### src/common/dram_pack.sv
package dram_pack;

    // Host address layout, high bits down: row, bank group, bank, column
    typedef logic [26:0] host_addr_t;
    typedef logic [1:0]  bg_t;
    typedef logic [1:0]  ba_t;
    typedef logic [16:0] row_t;
    typedef logic [9:0]  col_t;

    // Field positions inside host_addr_t
    // The host row field is 13 bits wide and zero-extended to row_t
    localparam int BA_LSB  = 10;
    localparam int BG_LSB  = 12;
    localparam int ROW_LSB = 14;

    typedef enum logic [4:0] {
        POWER_UP,
        PRE_RESET,
        RESET,
        NOP,
        LOAD_BG0_REG1,
        LOAD_BG0_REG3,
        LOAD_BG1_REG6,
        LOAD_BG1_REG5,
        LOAD_BG1_REG4,
        LOAD_BG0_REG2,
        LOAD_BG0_REG0,
        ZQ_CL,
        IDLE,
        ACTIVATE,
        WRITE_COMMAND,
        READ_COMMAND,
        PRECHARGE
    } dram_state_t;

    // {cs_n, act_n, ras_n_a16, cas_n_a15, we_n_a14}
    typedef logic [4:0] cmd_code_t;

    localparam cmd_code_t DESEL_CMD     = 5'b11111;
    localparam cmd_code_t NOP_CMD       = 5'b01111;
    localparam cmd_code_t LOAD_MODE_CMD = 5'b01000;
    localparam cmd_code_t ZQ_CMD        = 5'b01110;
    localparam cmd_code_t ACTIVATE_CMD  = 5'b00000; // Low three bits carry row[16:14]
    localparam cmd_code_t WRITE_CMD     = 5'b01100;
    localparam cmd_code_t READ_CMD      = 5'b01101;
    localparam cmd_code_t PRECHARGE_CMD = 5'b01010;
    localparam cmd_code_t POWER_UP_PRG  = 5'b10000; // Chip deselected while RESET_n is low

    // Mode register loads in issue order, each entry {bg, ba, addr[13:0]}
    localparam int INIT_LOADS = 7;
    localparam logic [17:0] INIT_TABLE [INIT_LOADS] = '{
        {2'd0, 2'd1, 14'h0001},  // MR1
        {2'd0, 2'd3, 14'h0000},  // MR3
        {2'd1, 2'd2, 14'h080F},  // MR6
        {2'd1, 2'd1, 14'h0000},  // MR5
        {2'd1, 2'd0, 14'h1000},  // MR4
        {2'd0, 2'd2, 14'h0088},  // MR2
        {2'd0, 2'd0, 14'h041D}   // MR0
    };

endpackage
### src/common/dram_command_if.sv
`timescale 1ns/1ps

interface dram_command_if;

    // Request at the queue head
    logic              cur_valid;
    logic              cur_write;
    dram_pack::bg_t    cur_bg;
    dram_pack::ba_t    cur_ba;
    dram_pack::row_t   cur_row;
    dram_pack::col_t   cur_col;

    // Follow-through request, one behind the head
    logic              nxt_valid;
    logic              nxt_write;
    dram_pack::bg_t    nxt_bg;
    dram_pack::ba_t    nxt_ba;
    dram_pack::row_t   nxt_row;

    logic              request_done; // Pops the head entry

    modport sched (
        output cur_valid, cur_write, cur_bg, cur_ba, cur_row, cur_col,
        output nxt_valid, nxt_write, nxt_bg, nxt_ba, nxt_row,
        input  request_done
    );

    modport cmd (
        input  cur_valid, cur_write, cur_bg, cur_ba, cur_row, cur_col,
        input  nxt_valid, nxt_write, nxt_bg, nxt_ba, nxt_row,
        output request_done
    );

endinterface

### src/hdl/dram_ctrl_top.sv
`timescale 1ns/1ps

module dram_ctrl_top #(
    parameter int DEPTH    = 4,
    parameter int T_PWUP   = 8,
    parameter int T_PD     = 4,
    parameter int T_DLLK   = 6,
    parameter int T_MOD    = 3,
    parameter int T_ZQINIT = 5,
    parameter int T_RCD    = 3,
    parameter int T_CAS    = 4,
    parameter int T_CWD    = 3,
    parameter int T_BURST  = 4,
    parameter int T_WR     = 3,
    parameter int T_RP     = 3
) (
    input  logic                  CLK,
    input  logic                  nRST,
    // Host side
    input  logic                  req_valid,
    input  logic                  req_write,
    input  dram_pack::host_addr_t req_addr,
    output logic                  req_full,
    input  logic                  refresh,
    output logic                  done,
    // DDR4 command pins
    output logic                  cke,
    output logic                  reset_n,
    output logic                  cs_n,
    output logic                  act_n,
    output logic                  ras_n_a16,
    output logic                  cas_n_a15,
    output logic                  we_n_a14,
    output dram_pack::bg_t        bg,
    output dram_pack::ba_t        ba,
    output logic [13:0]           addr,
    output logic                  init_done
);

    dram_command_if cmd_if ();

    request_queue #(
        .DEPTH (DEPTH)
    ) u_request_queue (
        .CLK       (CLK),
        .nRST      (nRST),
        .req_valid (req_valid),
        .req_write (req_write),
        .req_addr  (req_addr),
        .req_full  (req_full),
        .sch       (cmd_if.sched)
    );

    dram_command #(
        .T_PWUP   (T_PWUP),
        .T_PD     (T_PD),
        .T_DLLK   (T_DLLK),
        .T_MOD    (T_MOD),
        .T_ZQINIT (T_ZQINIT),
        .T_RCD    (T_RCD),
        .T_CAS    (T_CAS),
        .T_CWD    (T_CWD),
        .T_BURST  (T_BURST),
        .T_WR     (T_WR),
        .T_RP     (T_RP)
    ) u_dram_command (
        .CLK       (CLK),
        .nRST      (nRST),
        .refresh   (refresh),
        .dr_sche   (cmd_if.cmd),
        .cke       (cke),
        .reset_n   (reset_n),
        .cs_n      (cs_n),
        .act_n     (act_n),
        .ras_n_a16 (ras_n_a16),
        .cas_n_a15 (cas_n_a15),
        .we_n_a14  (we_n_a14),
        .bg        (bg),
        .ba        (ba),
        .addr      (addr),
        .done      (done),
        .init_done (init_done)
    );

endmodule

### src/hdl/request_queue.sv
`timescale 1ns/1ps

module request_queue #(
    parameter int DEPTH = 4
) (
    input  logic                  CLK,
    input  logic                  nRST,
    input  logic                  req_valid,
    input  logic                  req_write,
    input  dram_pack::host_addr_t req_addr,
    output logic                  req_full,
    dram_command_if.sched         sch
);

    localparam int PTR_W = (DEPTH > 1) ? $clog2(DEPTH) : 1;
    localparam int CNT_W = $clog2(DEPTH + 1);

    logic                  write_mem [DEPTH];
    dram_pack::host_addr_t addr_mem  [DEPTH];

    logic [PTR_W-1:0] head, tail;
    logic [PTR_W-1:0] head_nxt;
    logic [CNT_W-1:0] count;
    logic             push, pop;

    dram_pack::host_addr_t cur_addr, nxt_addr;

    assign req_full = (count == CNT_W'(DEPTH));
    assign push     = req_valid && !req_full; // Strobes while full are dropped
    assign pop      = sch.request_done && (count != '0);

    // Wrap explicitly so DEPTH need not be a power of two
    function automatic logic [PTR_W-1:0] ptr_inc(input logic [PTR_W-1:0] ptr);
        if (ptr == PTR_W'(DEPTH - 1))
            return '0;
        return ptr + 1'b1;
    endfunction

    assign head_nxt = ptr_inc(head);

    always_ff @(posedge CLK, negedge nRST) begin
        if (!nRST) begin
            head  <= '0;
            tail  <= '0;
            count <= '0;
        end else begin
            if (push)
                tail <= ptr_inc(tail);
            if (pop)
                head <= head_nxt;
            case ({push, pop})
                2'b10:   count <= count + 1'b1;
                2'b01:   count <= count - 1'b1;
                default: ;
            endcase
        end
    end

    always_ff @(posedge CLK) begin
        if (push) begin
            write_mem[tail] <= req_write;
            addr_mem[tail]  <= req_addr;
        end
    end

    assign cur_addr = addr_mem[head];
    assign nxt_addr = addr_mem[head_nxt];

    // Head entry
    assign sch.cur_valid = (count != '0);
    assign sch.cur_write = write_mem[head];
    assign sch.cur_col   = cur_addr[dram_pack::BA_LSB-1:0];
    assign sch.cur_ba    = cur_addr[dram_pack::BG_LSB-1:dram_pack::BA_LSB];
    assign sch.cur_bg    = cur_addr[dram_pack::ROW_LSB-1:dram_pack::BG_LSB];
    assign sch.cur_row   = dram_pack::row_t'(cur_addr[26:dram_pack::ROW_LSB]);

    // Follow-through entry
    assign sch.nxt_valid = (count > CNT_W'(1));
    assign sch.nxt_write = write_mem[head_nxt];
    assign sch.nxt_ba    = nxt_addr[dram_pack::BG_LSB-1:dram_pack::BA_LSB];
    assign sch.nxt_bg    = nxt_addr[dram_pack::ROW_LSB-1:dram_pack::BG_LSB];
    assign sch.nxt_row   = dram_pack::row_t'(nxt_addr[26:dram_pack::ROW_LSB]);

endmodule

### src/dram_command/dram_command.sv
`timescale 1ns/1ps

module dram_command #(
    parameter int T_PWUP   = 8,
    parameter int T_PD     = 4,
    parameter int T_DLLK   = 6,
    parameter int T_MOD    = 3,
    parameter int T_ZQINIT = 5,
    parameter int T_RCD    = 3,
    parameter int T_CAS    = 4,
    parameter int T_CWD    = 3,
    parameter int T_BURST  = 4,
    parameter int T_WR     = 3,
    parameter int T_RP     = 3
) (
    input  logic              CLK,
    input  logic              nRST,
    input  logic              refresh,
    dram_command_if.cmd       dr_sche,
    output logic              cke,
    output logic              reset_n,
    output logic              cs_n,
    output logic              act_n,
    output logic              ras_n_a16,
    output logic              cas_n_a15,
    output logic              we_n_a14,
    output dram_pack::bg_t    bg,
    output dram_pack::ba_t    ba,
    output logic [13:0]       addr,
    output logic              done,
    output logic              init_done
);

    dram_pack::dram_state_t state, n_state;
    logic [11:0]            timing_count, n_timing_count;
    logic [11:0]            rollover_value;
    logic                   state_end;
    logic                   first_cycle;
    logic                   row_hit;
    logic [2:0]             load_idx;
    logic [17:0]            load_entry;
    dram_pack::cmd_code_t   cmd;
    dram_pack::bg_t         open_bg;
    dram_pack::ba_t         open_ba;

    assign state_end   = (timing_count == rollover_value);
    assign first_cycle = (timing_count == 12'd1);

    // Next request can reuse the open row
    assign row_hit = !refresh && dr_sche.nxt_valid
                     && (dr_sche.nxt_bg == dr_sche.cur_bg)
                     && (dr_sche.nxt_ba == dr_sche.cur_ba)
                     && (dr_sche.nxt_row == dr_sche.cur_row);

    always_ff @(posedge CLK, negedge nRST) begin
        if (!nRST) begin
            state        <= dram_pack::POWER_UP;
            timing_count <= 12'd1;
            init_done    <= 1'b0;
        end else begin
            state        <= n_state;
            timing_count <= n_timing_count;
            if (state == dram_pack::ZQ_CL && n_state == dram_pack::IDLE)
                init_done <= 1'b1;
        end
    end

    // Bank of the open row, needed once the head has been popped
    always_ff @(posedge CLK) begin
        if (state == dram_pack::ACTIVATE && first_cycle) begin
            open_bg <= dr_sche.cur_bg;
            open_ba <= dr_sche.cur_ba;
        end
    end

    always_comb begin
        rollover_value = 12'hFFF;
        case (state)
            dram_pack::POWER_UP,
            dram_pack::PRE_RESET,
            dram_pack::RESET:         rollover_value = 12'(T_PWUP);
            dram_pack::NOP:           rollover_value = 12'(T_PD);
            dram_pack::LOAD_BG0_REG1: rollover_value = 12'(T_DLLK);
            dram_pack::LOAD_BG0_REG3,
            dram_pack::LOAD_BG1_REG6,
            dram_pack::LOAD_BG1_REG5,
            dram_pack::LOAD_BG1_REG4,
            dram_pack::LOAD_BG0_REG2,
            dram_pack::LOAD_BG0_REG0: rollover_value = 12'(T_MOD);
            dram_pack::ZQ_CL:         rollover_value = 12'(T_ZQINIT);
            dram_pack::ACTIVATE:      rollover_value = 12'(T_RCD);
            dram_pack::READ_COMMAND:  rollover_value = 12'(T_CAS + T_BURST);
            dram_pack::WRITE_COMMAND: rollover_value = 12'(T_CWD + T_BURST + T_WR);
            dram_pack::PRECHARGE:     rollover_value = 12'(T_RP);
            default: ;
        endcase
    end

    always_comb begin
        n_state = state;
        case (state)
            dram_pack::POWER_UP:      if (state_end) n_state = dram_pack::PRE_RESET;
            dram_pack::PRE_RESET:     if (state_end) n_state = dram_pack::RESET;
            dram_pack::RESET:         if (state_end) n_state = dram_pack::NOP;
            dram_pack::NOP:           if (state_end) n_state = dram_pack::LOAD_BG0_REG1;
            dram_pack::LOAD_BG0_REG1: if (state_end) n_state = dram_pack::LOAD_BG0_REG3;
            dram_pack::LOAD_BG0_REG3: if (state_end) n_state = dram_pack::LOAD_BG1_REG6;
            dram_pack::LOAD_BG1_REG6: if (state_end) n_state = dram_pack::LOAD_BG1_REG5;
            dram_pack::LOAD_BG1_REG5: if (state_end) n_state = dram_pack::LOAD_BG1_REG4;
            dram_pack::LOAD_BG1_REG4: if (state_end) n_state = dram_pack::LOAD_BG0_REG2;
            dram_pack::LOAD_BG0_REG2: if (state_end) n_state = dram_pack::LOAD_BG0_REG0;
            dram_pack::LOAD_BG0_REG0: if (state_end) n_state = dram_pack::ZQ_CL;
            dram_pack::ZQ_CL:         if (state_end) n_state = dram_pack::IDLE;
            dram_pack::IDLE: begin
                if (dr_sche.cur_valid && !refresh)
                    n_state = dram_pack::ACTIVATE;
            end
            dram_pack::ACTIVATE: begin
                if (state_end)
                    n_state = dr_sche.cur_write ? dram_pack::WRITE_COMMAND
                                                : dram_pack::READ_COMMAND;
            end
            dram_pack::WRITE_COMMAND,
            dram_pack::READ_COMMAND: begin
                if (state_end && row_hit)
                    n_state = dr_sche.nxt_write ? dram_pack::WRITE_COMMAND
                                                : dram_pack::READ_COMMAND;
                else if (state_end)
                    n_state = dram_pack::PRECHARGE;
            end
            dram_pack::PRECHARGE: begin
                if (state_end)
                    n_state = (dr_sche.cur_valid && !refresh) ? dram_pack::ACTIVATE
                                                              : dram_pack::IDLE;
            end
            default: n_state = dram_pack::POWER_UP;
        endcase

        // Back-to-back row hits re-enter the same state, so restart on rollover too
        if (n_state != state || state_end)
            n_timing_count = 12'd1;
        else
            n_timing_count = timing_count + 12'd1;
    end

    always_comb begin
        case (state)
            dram_pack::LOAD_BG0_REG3: load_idx = 3'd1;
            dram_pack::LOAD_BG1_REG6: load_idx = 3'd2;
            dram_pack::LOAD_BG1_REG5: load_idx = 3'd3;
            dram_pack::LOAD_BG1_REG4: load_idx = 3'd4;
            dram_pack::LOAD_BG0_REG2: load_idx = 3'd5;
            dram_pack::LOAD_BG0_REG0: load_idx = 3'd6;
            default:                  load_idx = 3'd0;
        endcase
    end

    assign load_entry = dram_pack::INIT_TABLE[load_idx];

    // Pin encoding, one command cycle at the start of each state
    always_comb begin
        cmd     = dram_pack::DESEL_CMD;
        cke     = 1'b1;
        reset_n = 1'b1;
        bg      = '0;
        ba      = '0;
        addr    = '0;
        case (state)
            dram_pack::POWER_UP,
            dram_pack::PRE_RESET: begin
                cmd     = dram_pack::POWER_UP_PRG;
                cke     = 1'b0;
                reset_n = 1'b0;
            end
            dram_pack::RESET: cke = 1'b0; // RESET_n released, CKE still low
            dram_pack::NOP: ;
            dram_pack::LOAD_BG0_REG1,
            dram_pack::LOAD_BG0_REG3,
            dram_pack::LOAD_BG1_REG6,
            dram_pack::LOAD_BG1_REG5,
            dram_pack::LOAD_BG1_REG4,
            dram_pack::LOAD_BG0_REG2,
            dram_pack::LOAD_BG0_REG0: begin
                if (first_cycle) begin
                    cmd  = dram_pack::LOAD_MODE_CMD;
                    bg   = load_entry[17:16];
                    ba   = load_entry[15:14];
                    addr = load_entry[13:0];
                end
            end
            dram_pack::ZQ_CL: begin
                if (first_cycle) begin
                    cmd  = dram_pack::ZQ_CMD;
                    addr = 14'h0400; // A10 high selects ZQCL
                end
            end
            dram_pack::IDLE: cmd = dram_pack::NOP_CMD;
            dram_pack::ACTIVATE: begin
                if (first_cycle) begin
                    cmd  = {dram_pack::ACTIVATE_CMD[4:3], dr_sche.cur_row[16:14]};
                    bg   = dr_sche.cur_bg;
                    ba   = dr_sche.cur_ba;
                    addr = dr_sche.cur_row[13:0];
                end
            end
            dram_pack::WRITE_COMMAND,
            dram_pack::READ_COMMAND: begin
                if (first_cycle) begin
                    cmd  = (state == dram_pack::WRITE_COMMAND) ? dram_pack::WRITE_CMD
                                                               : dram_pack::READ_CMD;
                    bg   = dr_sche.cur_bg;
                    ba   = dr_sche.cur_ba;
                    // A12 high for full BL8, A10 low for no auto precharge
                    addr = {1'b0, 1'b1, 1'b0, 1'b0, dr_sche.cur_col};
                end
            end
            dram_pack::PRECHARGE: begin
                if (first_cycle) begin
                    cmd = dram_pack::PRECHARGE_CMD;
                    bg  = open_bg;
                    ba  = open_ba; // A10 low, single bank
                end
            end
            default: ;
        endcase
    end

    assign {cs_n, act_n, ras_n_a16, cas_n_a15, we_n_a14} = cmd;

    assign dr_sche.request_done = state_end && (state == dram_pack::READ_COMMAND
                                             || state == dram_pack::WRITE_COMMAND);
    assign done = dr_sche.request_done;

endmodule

### config.mk
export PLATFORM = sky130hd
export DESIGN_NAME = dram_ctrl_top
export DESIGN_NICKNAME = d
export VERILOG_FILES = /design/src/common/dram_pack.sv /design/src/common/dram_command_if.sv /design/src/hdl/dram_ctrl_top.sv /design/src/hdl/request_queue.sv /design/src/dram_command/dram_command.sv
export SDC_FILE = /design/constraint.sdc
export NUM_CORES = 1
export LEC_CHECK = 0
export BUFFER_PORTS_ARGS = -buffer_cell sky130_fd_sc_hd__buf_2
export CAP_MARGIN = 15
export CELL_PAD_IN_SITES_DETAIL_PLACEMENT = 1
export CELL_PAD_IN_SITES_GLOBAL_PLACEMENT = 1
export CORE_MARGIN = 2
export CORE_UTILIZATION = 25
export CTS_BUF_LIST = sky130_fd_sc_hd__clkbuf_4 sky130_fd_sc_hd__clkbuf_8 sky130_fd_sc_hd__clkbuf_16
export DETAILED_ROUTE_END_ITERATION = 7
export GPL_TIMING_DRIVEN = 0
export PLACE_DENSITY_LB_ADDON = 0.2
export SLEW_MARGIN = 20
export SYNTH_ARGS = -nofsm -noshare
export SYNTH_HDL_FRONTEND = slang
export SYNTH_HIERARCHICAL = 1
export SYNTH_SLANG_ARGS = --single-unit
### constraint.sdc
create_clock -name CLK -period 3 [get_ports CLK]
set_input_delay 0.45 -clock CLK [delete_from_list [all_inputs] [get_ports CLK]]
set_output_delay 0.45 -clock CLK [all_outputs]
set_load 0.02 [all_outputs]
==> results of run 1 <==
[cell type report]
cell class                 count  area [um^2]
multi-input combinational    384         3540
clock buffer                  20          448
inverter                      14         68.8
fill                        3207        19500
tap                          390          488
clock inverter                12          113
antenna                        1         2.50
buffer                        40          480
sequential                   141         4110
timing repair buffer         119          875
[worst paths after layout]
path | start | endpoint | slack, ns
min in group CLK | req_addr[11] | u_request_queue/addr_mem[3][11] | 0.24
worst max-delay path | u_dram_command/state[0] | done | -0.24
worst min-delay path | nRST | u_dram_command/init_done | 0.05
worst max register to register | u_dram_command/state[0] | u_request_queue/count[2] | -0.16
worst min register to register | u_dram_command/init_done | u_dram_command/init_done | 0.49
max in group asynchronous | nRST | u_dram_command/state[4] | 2.49
[where the power goes]
group	internal [W]	leakage (nW)	switching [W]	total, W
clock network	0.00118	0.271	0.000872	0.00205
logic	0.000388	2.09	0.000555	0.000943
registers	0.00249	1.38	0.000134	0.00262
[worst max-delay path, cell delays in order, from the launching register on]
cell	delay, ns
dfrtp_1	0.39
buf_6	0.14
or2_4	0.26
a221oi_4	0.36
xnor2_2	0.13
or3_4	0.35
or4_4	0.46
nor2_4	0.15
buf_6	0.14
[flip-flops by register name (all words and copies together) (netlist names)]
name and flops:
u_request_queue/addr_mem 108, u_dram_command/timing_count 12, u_dram_command/state 5, u_request_queue/write_mem 4
u_request_queue/count 3, u_dram_command/open_ba 2, u_dram_command/open_bg 2, u_request_queue/head 2
u_request_queue/tail 2, u_dram_command/init_done 1
[synthesized netlist by cell type, drive strengths merged (4+ instances only)]
library cell  count  area share [%]
edfxtp          116              46
nor2             49             2.7
mux2i            47             6.2
nand2            37             1.8
mux4             31             9.5
buf              25             3.1
dfrtp            24             8.0
o21ai            24             1.6
a21oi            21             1.4
xnor2            20             2.3
clkbuf           18            0.90
ha               16             2.7
xor2             16             1.9
inv              14            0.70
nand3            10            0.66
and2              9            0.75
nand4             9            0.75
a221oi            8             1.0
a22oi             7            0.70
and3              7            0.58
nor2b             7            0.58
nor3              6            0.46
a31oi             5            0.42
nand2b            5            0.42
nor4              4            0.33
or3               4            0.33
[stage by stage]
stage               utilization [%]  total power [W]  hold WS [ns]  cells
global placement               28.2          0.00342         0.460   1030
CTS                            32.5          0.00567        0.0398   1088
floorplan                         -          0.00313         0.154    582
detailed placement             28.6          0.00358         0.474   1034
global route                   34.2          0.00588        0.0670   1121
finish                         34.2          0.00561        0.0473   1121
[metal layers]
layer,vias up,part of all wire [%],global-route usage (%)
met5,-,0,0
met4,0,1.6,4.37
met3,25,3.8,3.06
met2,128,50,26.3
met1,2776,45,20.1
li1,2458,-,-
[cells by family after synthesis]
logic type,after synthesis,share of synthesized area [%]
and+or+nand+nor,156,10.3
AOI/OAI and AO/OA,88,7.59
DFF,141,54.5
muxes,80,16.1
adders and majority gates,16,2.66
xor gates and xnor gates,36,4.18
other,1,0.0498
buffers and inverters,57,4.68
[timing repair]
item / in CTS / in global routing
gates cloned: 0 / 1
endpoints found under the hold margin: 0 / 0
pin swaps: 13 / 22
buffers inserted: 24 / 32
setup endpoints to repair: 32 / 28
gates resized for setup: 114 / 54
[cells in the final DEF, fill, tap and decap left out, types with 16 or more instances in the layout]
cell       count
a21oi_1       17
buf_2         54
buf_4         66
clkbuf_16     20
dfrtp_1       22
edfxtp_1     116
mux2i_1       43
mux4_2        26
nand2_1       34
nor2_1        42
o21ai_0       18
xnor2_1       16
xor2_1        16
==> impl_metrics.yaml, run 1 <==
place:
  dp_hpwl_mm: 16.4
  preCtsSetupSlack_ns: -0.673
  gp_congestion: 0.825
  placedInstanceArea_um2: 8470
  port_buffers: 58
global_routing:
  grt_start_max_net_pins: 26
  globalRoute.totalOverflow: 0
  antenna_found_initial: 1
  grt_use_total_pct: 15.5
  grt_pass1_wl_mm: 35.6
  grt_pass1_vias: 5800
power_and_ir_drop:
  leakage_nw: 3.75
  p_per_area_nw_per_um2: 554
  ir_worst_vdd_mv: 0.402
cells_and_area:
  nets: 765
  area_growth_pct: 34.3
  drive_gt1_share_pct: 39.9
  stdcell_area_um2: 10100
timing:
  finalSetupViolations: 5
  worst_pin_slew_ns: 0.822
  timing.fmax_mhz: 309
  hold_violations: 0
  drv_slew: 0
  tns_ns: -0.528
  slew_headroom_pct: 44.9
  fin_crit_sh_pct: 108
  setup_slack_ns: -0.239
  skew_ns: 0.0132
  rsz0062_at_grt: "true"
  final.min_clock_period_ns: 3.24
die:
  core_area_um2: 29600
  die_y_um: 178
  num_rows: 63
  start_util_pct: 25.4
  die_x_um: 178
  pin_count: 60
  fp.dieArea_um2: 31600
cts:
  clkLatencyLatePin_ns: 0.42
  cts.sinks: 141
  cts.reportedPaths.clkPinSlew_ns: 0.07
  hold_buffers: 0
  h-tree-depth: 4
  cts_tree: "yes"
  ctsRootBufferMaster: "clkbuf_16"
  cts_made_buffers: 17
  clockBufferDepth: 2
critical_path:
  r2r_cells: 14
  worstPathArrival_ns: 2.79
  crit_path_end_kind: "primary output"
  startpoint_type: "register"
  path_class: "register to primary output"
  cp_max_fo: 5
  required_ns: 2.55
detailed_routing:
  dr.pass1.iters: 5
  drt_iter0_drc: 311
  wl_mm: 23.9
  viasPerCell: 4.81
  vias: 5387
  post_drt_wl_per_cell_um: 21.3
  final_antenna_net_count: 0
  drcViolationCount: 0
yosys:
  synth_edf_count: 116
  yosysWarnings: 6
  syn_area_um2: 7540
  synthCells: 575
  synthArstFlopShare_pct: 17.7
  ys_types: 59
  yosys_register_bits: 141
  yosysSeqAreaShare_pct: 54.5
  ys.flop_type: "edfxtp_1"
  synth_area_per_cell_um2: 13.1
worst_hold_path:
  hp-class: "primary input to asynchronous set/reset pin"
flow_run:
  maxCapViolations: 0
status:
  violations: "negative setup slack"
  outcome: "finished, violations left"
(Power assumes the default switching activity.)
==> inputs of run 2 (changes only) <==
Settings changed: SYNTH_HIERARCHICAL 1 to unset.
Clock period 3 ns to 3.15 ns, I/O delays scaled along.
==> impl_metrics.yaml, run 2 <==
detailed_routing:
  viasPerCell: 4.80
  post_drt_wl_per_cell_um: 21.1
  dr.pass1.iters: 4
  wl_mm: 21.3
  drcViolationCount: 0
  vias: 4845
  final_antenna_net_count: 0
  drt_iter0_drc: 224
cells_and_area:
  nets: 660
  final_cells: 1009
  regMostFlops: "u_request_queue.addr_mem"
  top_regs: "u_request_queue.addr_mem: 108 flops, u_dram_command.timing_count: 12 flops, u_dram_command.state: 5 flops"
  layout_commonest_cell: "edfxtp_1"
  largest_register_ffs: 108
  area_growth_pct: 26.2
  layout_common_cells: "116 x edfxtp_1, 60 x buf_2, 46 x mux4_2"
  fillers: 3088
  drive_gt1_share_pct: 37.0
  utilization_pct: 31.9
  antenna_cells: 0
die:
  die_y_um: 174
  start_util_pct: 25.2
  fp.dieArea_um2: 30200
  core_area_um2: 28500
  num_rows: 62
  die_x_um: 174
  pin_count: 60
yosys:
  synth_edf_count: 116
  netlist_top_cells_count: "116 x edfxtp_1, 49 x nor2_1, 46 x mux4_2, 31 x nand2_1, 24 x dfrtp_1"
  yosys_register_bits: 141
  yosysWarnings: 0
  ys.flop_type: "edfxtp_1"
  synthesis.nets: 563
  ys_types: 57
  ys_top_cells_by_area: "edfxtp_1 48%, mux4_2 14%, dfrtp_1 8.3%"
  synth.most_common_cell: "edfxtp_1"
  yosysTopAreaCell: "edfxtp_1"
  syn_area_um2: 7210
  yosysSeqAreaShare_pct: 57.0
  yosys.area.top_type_share_pct: 48.3
  synthArstFlopShare_pct: 17.7
  synthCells: 515
  synth_area_per_cell_um2: 14.0
timing:
  finalSetupViolations: 0
  final.min_clock_period_ns: 3.05
  tns_ns: 0
  worst_pin_slew_ns: 0.644
  fin_crit_sh_pct: 96.9
  whs_ns: 0.0690
  skew_ns: 0.0107
  slew_headroom_pct: 57.1
  timing.fmax_mhz: 328
  hold_violations: 0
  rsz0062_at_grt: "true"
  drv_slew: 0
cts:
  cts_made_buffers: 17
  cts.sinks: 141
  cts_tree: "yes"
  cts.reportedPaths.clkPinSlew_ns: 0.06
  clkLatencyLatePin_ns: 0.43
  ctsRootBufferMaster: "clkbuf_16"
  h-tree-depth: 4
  clockBufferDepth: 2
power_and_ir_drop:
  ir_worst_vdd_mv: 0.342
  p_per_area_nw_per_um2: 587
  leakage_nw: 3.22
worst_hold_path:
  hp-class: "primary input to asynchronous set/reset pin"
critical_path:
  cp_slowest_cell: "mux4_2"
  r2r_cells: 12
  worstPathArrival_ns: 2.58
  rrSetupSlack_ns: 0.11
  cp_max_fo: 10
  r2r-start: "u_dram_command.state[2]"
  crit_buf_inv: 5
  rr_endpoint: "u_request_queue.count[2]"
  path_cells: "buf_12 -> buf_12 -> buf_12 -> buf_12 -> mux4_2 -> a22oi_2 -> a21oi_1 -> buf_2"
  cp_slowest_stage_delay_ns: 0.55
  startpoint_type: "register"
  required_ns: 2.68
  cpMostUsedCell: "buf_12"
  critPathTopFamily: "buffers and inverters"
  path_class: "register to primary output"
  crit_path_end_kind: "primary output"
global_routing:
  grt_start_max_net_pins: 26
  grt_use_total_pct: 14.5
  globalRoute.totalOverflow: 0
  antenna_found_initial: 0
  grt_pass1_vias: 5277
  grt_pass1_wl_mm: 32.8
flow_run:
  maxCapViolations: 0
place:
  port_buffers: 58
  dp_cells: 962
  gp_congestion: 0.787
  dp_hpwl_mm: 14.8
status:
  outcome: "complete, no violations"
## run 2: cell types whose count changed after synthesis, moves of 5 or more
cell | previous run | this run
a22oi_1 | 7 | 13
buf_4 | 9 | 4
clkbuf_1 | 18 | 11
mux2i_1 | 47 | 1
mux4_1 | 5 | 0
mux4_2 | 26 | 46
nand2_1 | 37 | 31
nand3_1 | 10 | 15
nand4_1 | 9 | 3
nor3_1 | 5 | 11
o21ai_0 | 24 | 16
xnor2_1 | 20 | 12
## run 2: worst reg2reg max path, delay by kind of cell, from the launching register on
family / cells / cell delay (ns)
xor gates and xnor gates: 1 / 0.14
muxes: 1 / 0.21
DFF: 1 / 0.44
and+or+nand+nor: 4 / 1.18
AOI/OAI and AO/OA: 3 / 0.52
adders and majority gates: 1 / 0.19
buffers and inverters: 2 / 0.25
## run 2: repair_timing
| action | 4_1_cts | 5_1_grt |
|---|---|---|
| hold buffers | 0 | 0 |
| buffers inserted | 5 | 10 |
| gates resized for setup | 52 | 38 |
| pin swaps | 5 | 7 |
| endpoints found under the setup margin | 27 | 17 |
## run 2: layout make-up
cell class / count / area, um^2 / area share, %
timing repair buffer: 78 / 493 / 5.42
tap: 384 / 480 / 5.28
buffer: 30 / 298 / 3.27
sequential: 141 / 4120 / 45.2
clock inverter: 14 / 160 / 1.76
inverter: 15 / 60.1 / 0.660
multi-input combinational: 329 / 3060 / 33.6
clock buffer: 18 / 433 / 4.76
## run 2: where the power goes
group / total (W) / internal [W] / switching [W]
Clock: 0.00208 / 0.00119 / 0.000886
Sequential: 0.00248 / 0.00237 / 0.000115
Combinational: 0.000778 / 0.000315 / 0.000463
Total: 0.00534 / 0.00387 / 0.00146
## run 2: metrics by stage
step,setup WS [ns],area (um^2),total power (W)
after CTS,0.00513,8900,0.00540
final,0.0976,9100,0.00534
after floorplan,0.324,7210,0.00295
after detailed placement,-0.612,8080,0.00331
after global routing,-0.0101,9100,0.00557
after global placement,-0.640,7980,0.00321
## run 2: worst max-delay path by stage
| stage | from | end | slack, ns | cells after the start |
|---|---|---|---|---|
| after detailed placement | u_request_queue.head[1] | u_dram_command.state[3] | -0.61 | 10 |
| after floorplan | u_request_queue.head[1] | u_dram_command.state[3] | 0.32 | 10 |
| after global routing | u_dram_command.timing_count[8] | addr[10] | -0.01 | 7 |
| after CTS | u_dram_command.state[1] | u_request_queue.count[2] | 0.005 | 12 |
| final | u_request_queue.head[0] | addr[4] | 0.1 | 8 |
| after global placement | u_request_queue.head[1] | u_dram_command.state[1] | -0.64 | 10 |
## run 2: kinds of logic (layout without fill, tap and decap cells)
group	count (synthesis)	after routing	share of synthesized area (%)
adder cells (fa/ha/maj)	16	16	2.78
flip-flops	141	141	57.0
other	1	1	0.0520
AO/OA/AOI/OAI	84	84	7.95
buffers and inverters	45	155	3.21
multiplexers	49	49	14.9
XOR/XNOR	32	32	3.89
AND/OR/NAND/NOR	147	147	10.2
## run 2: per-layer routing
metal	GRT usage, %	vias to the layer above	routed length (um)
met2	24.9	86	10900
met4	3.19	0	201
met1	19.0	2549	9480
met3	2.83	15	680
met5	0	-	0
li1	-	2195	-
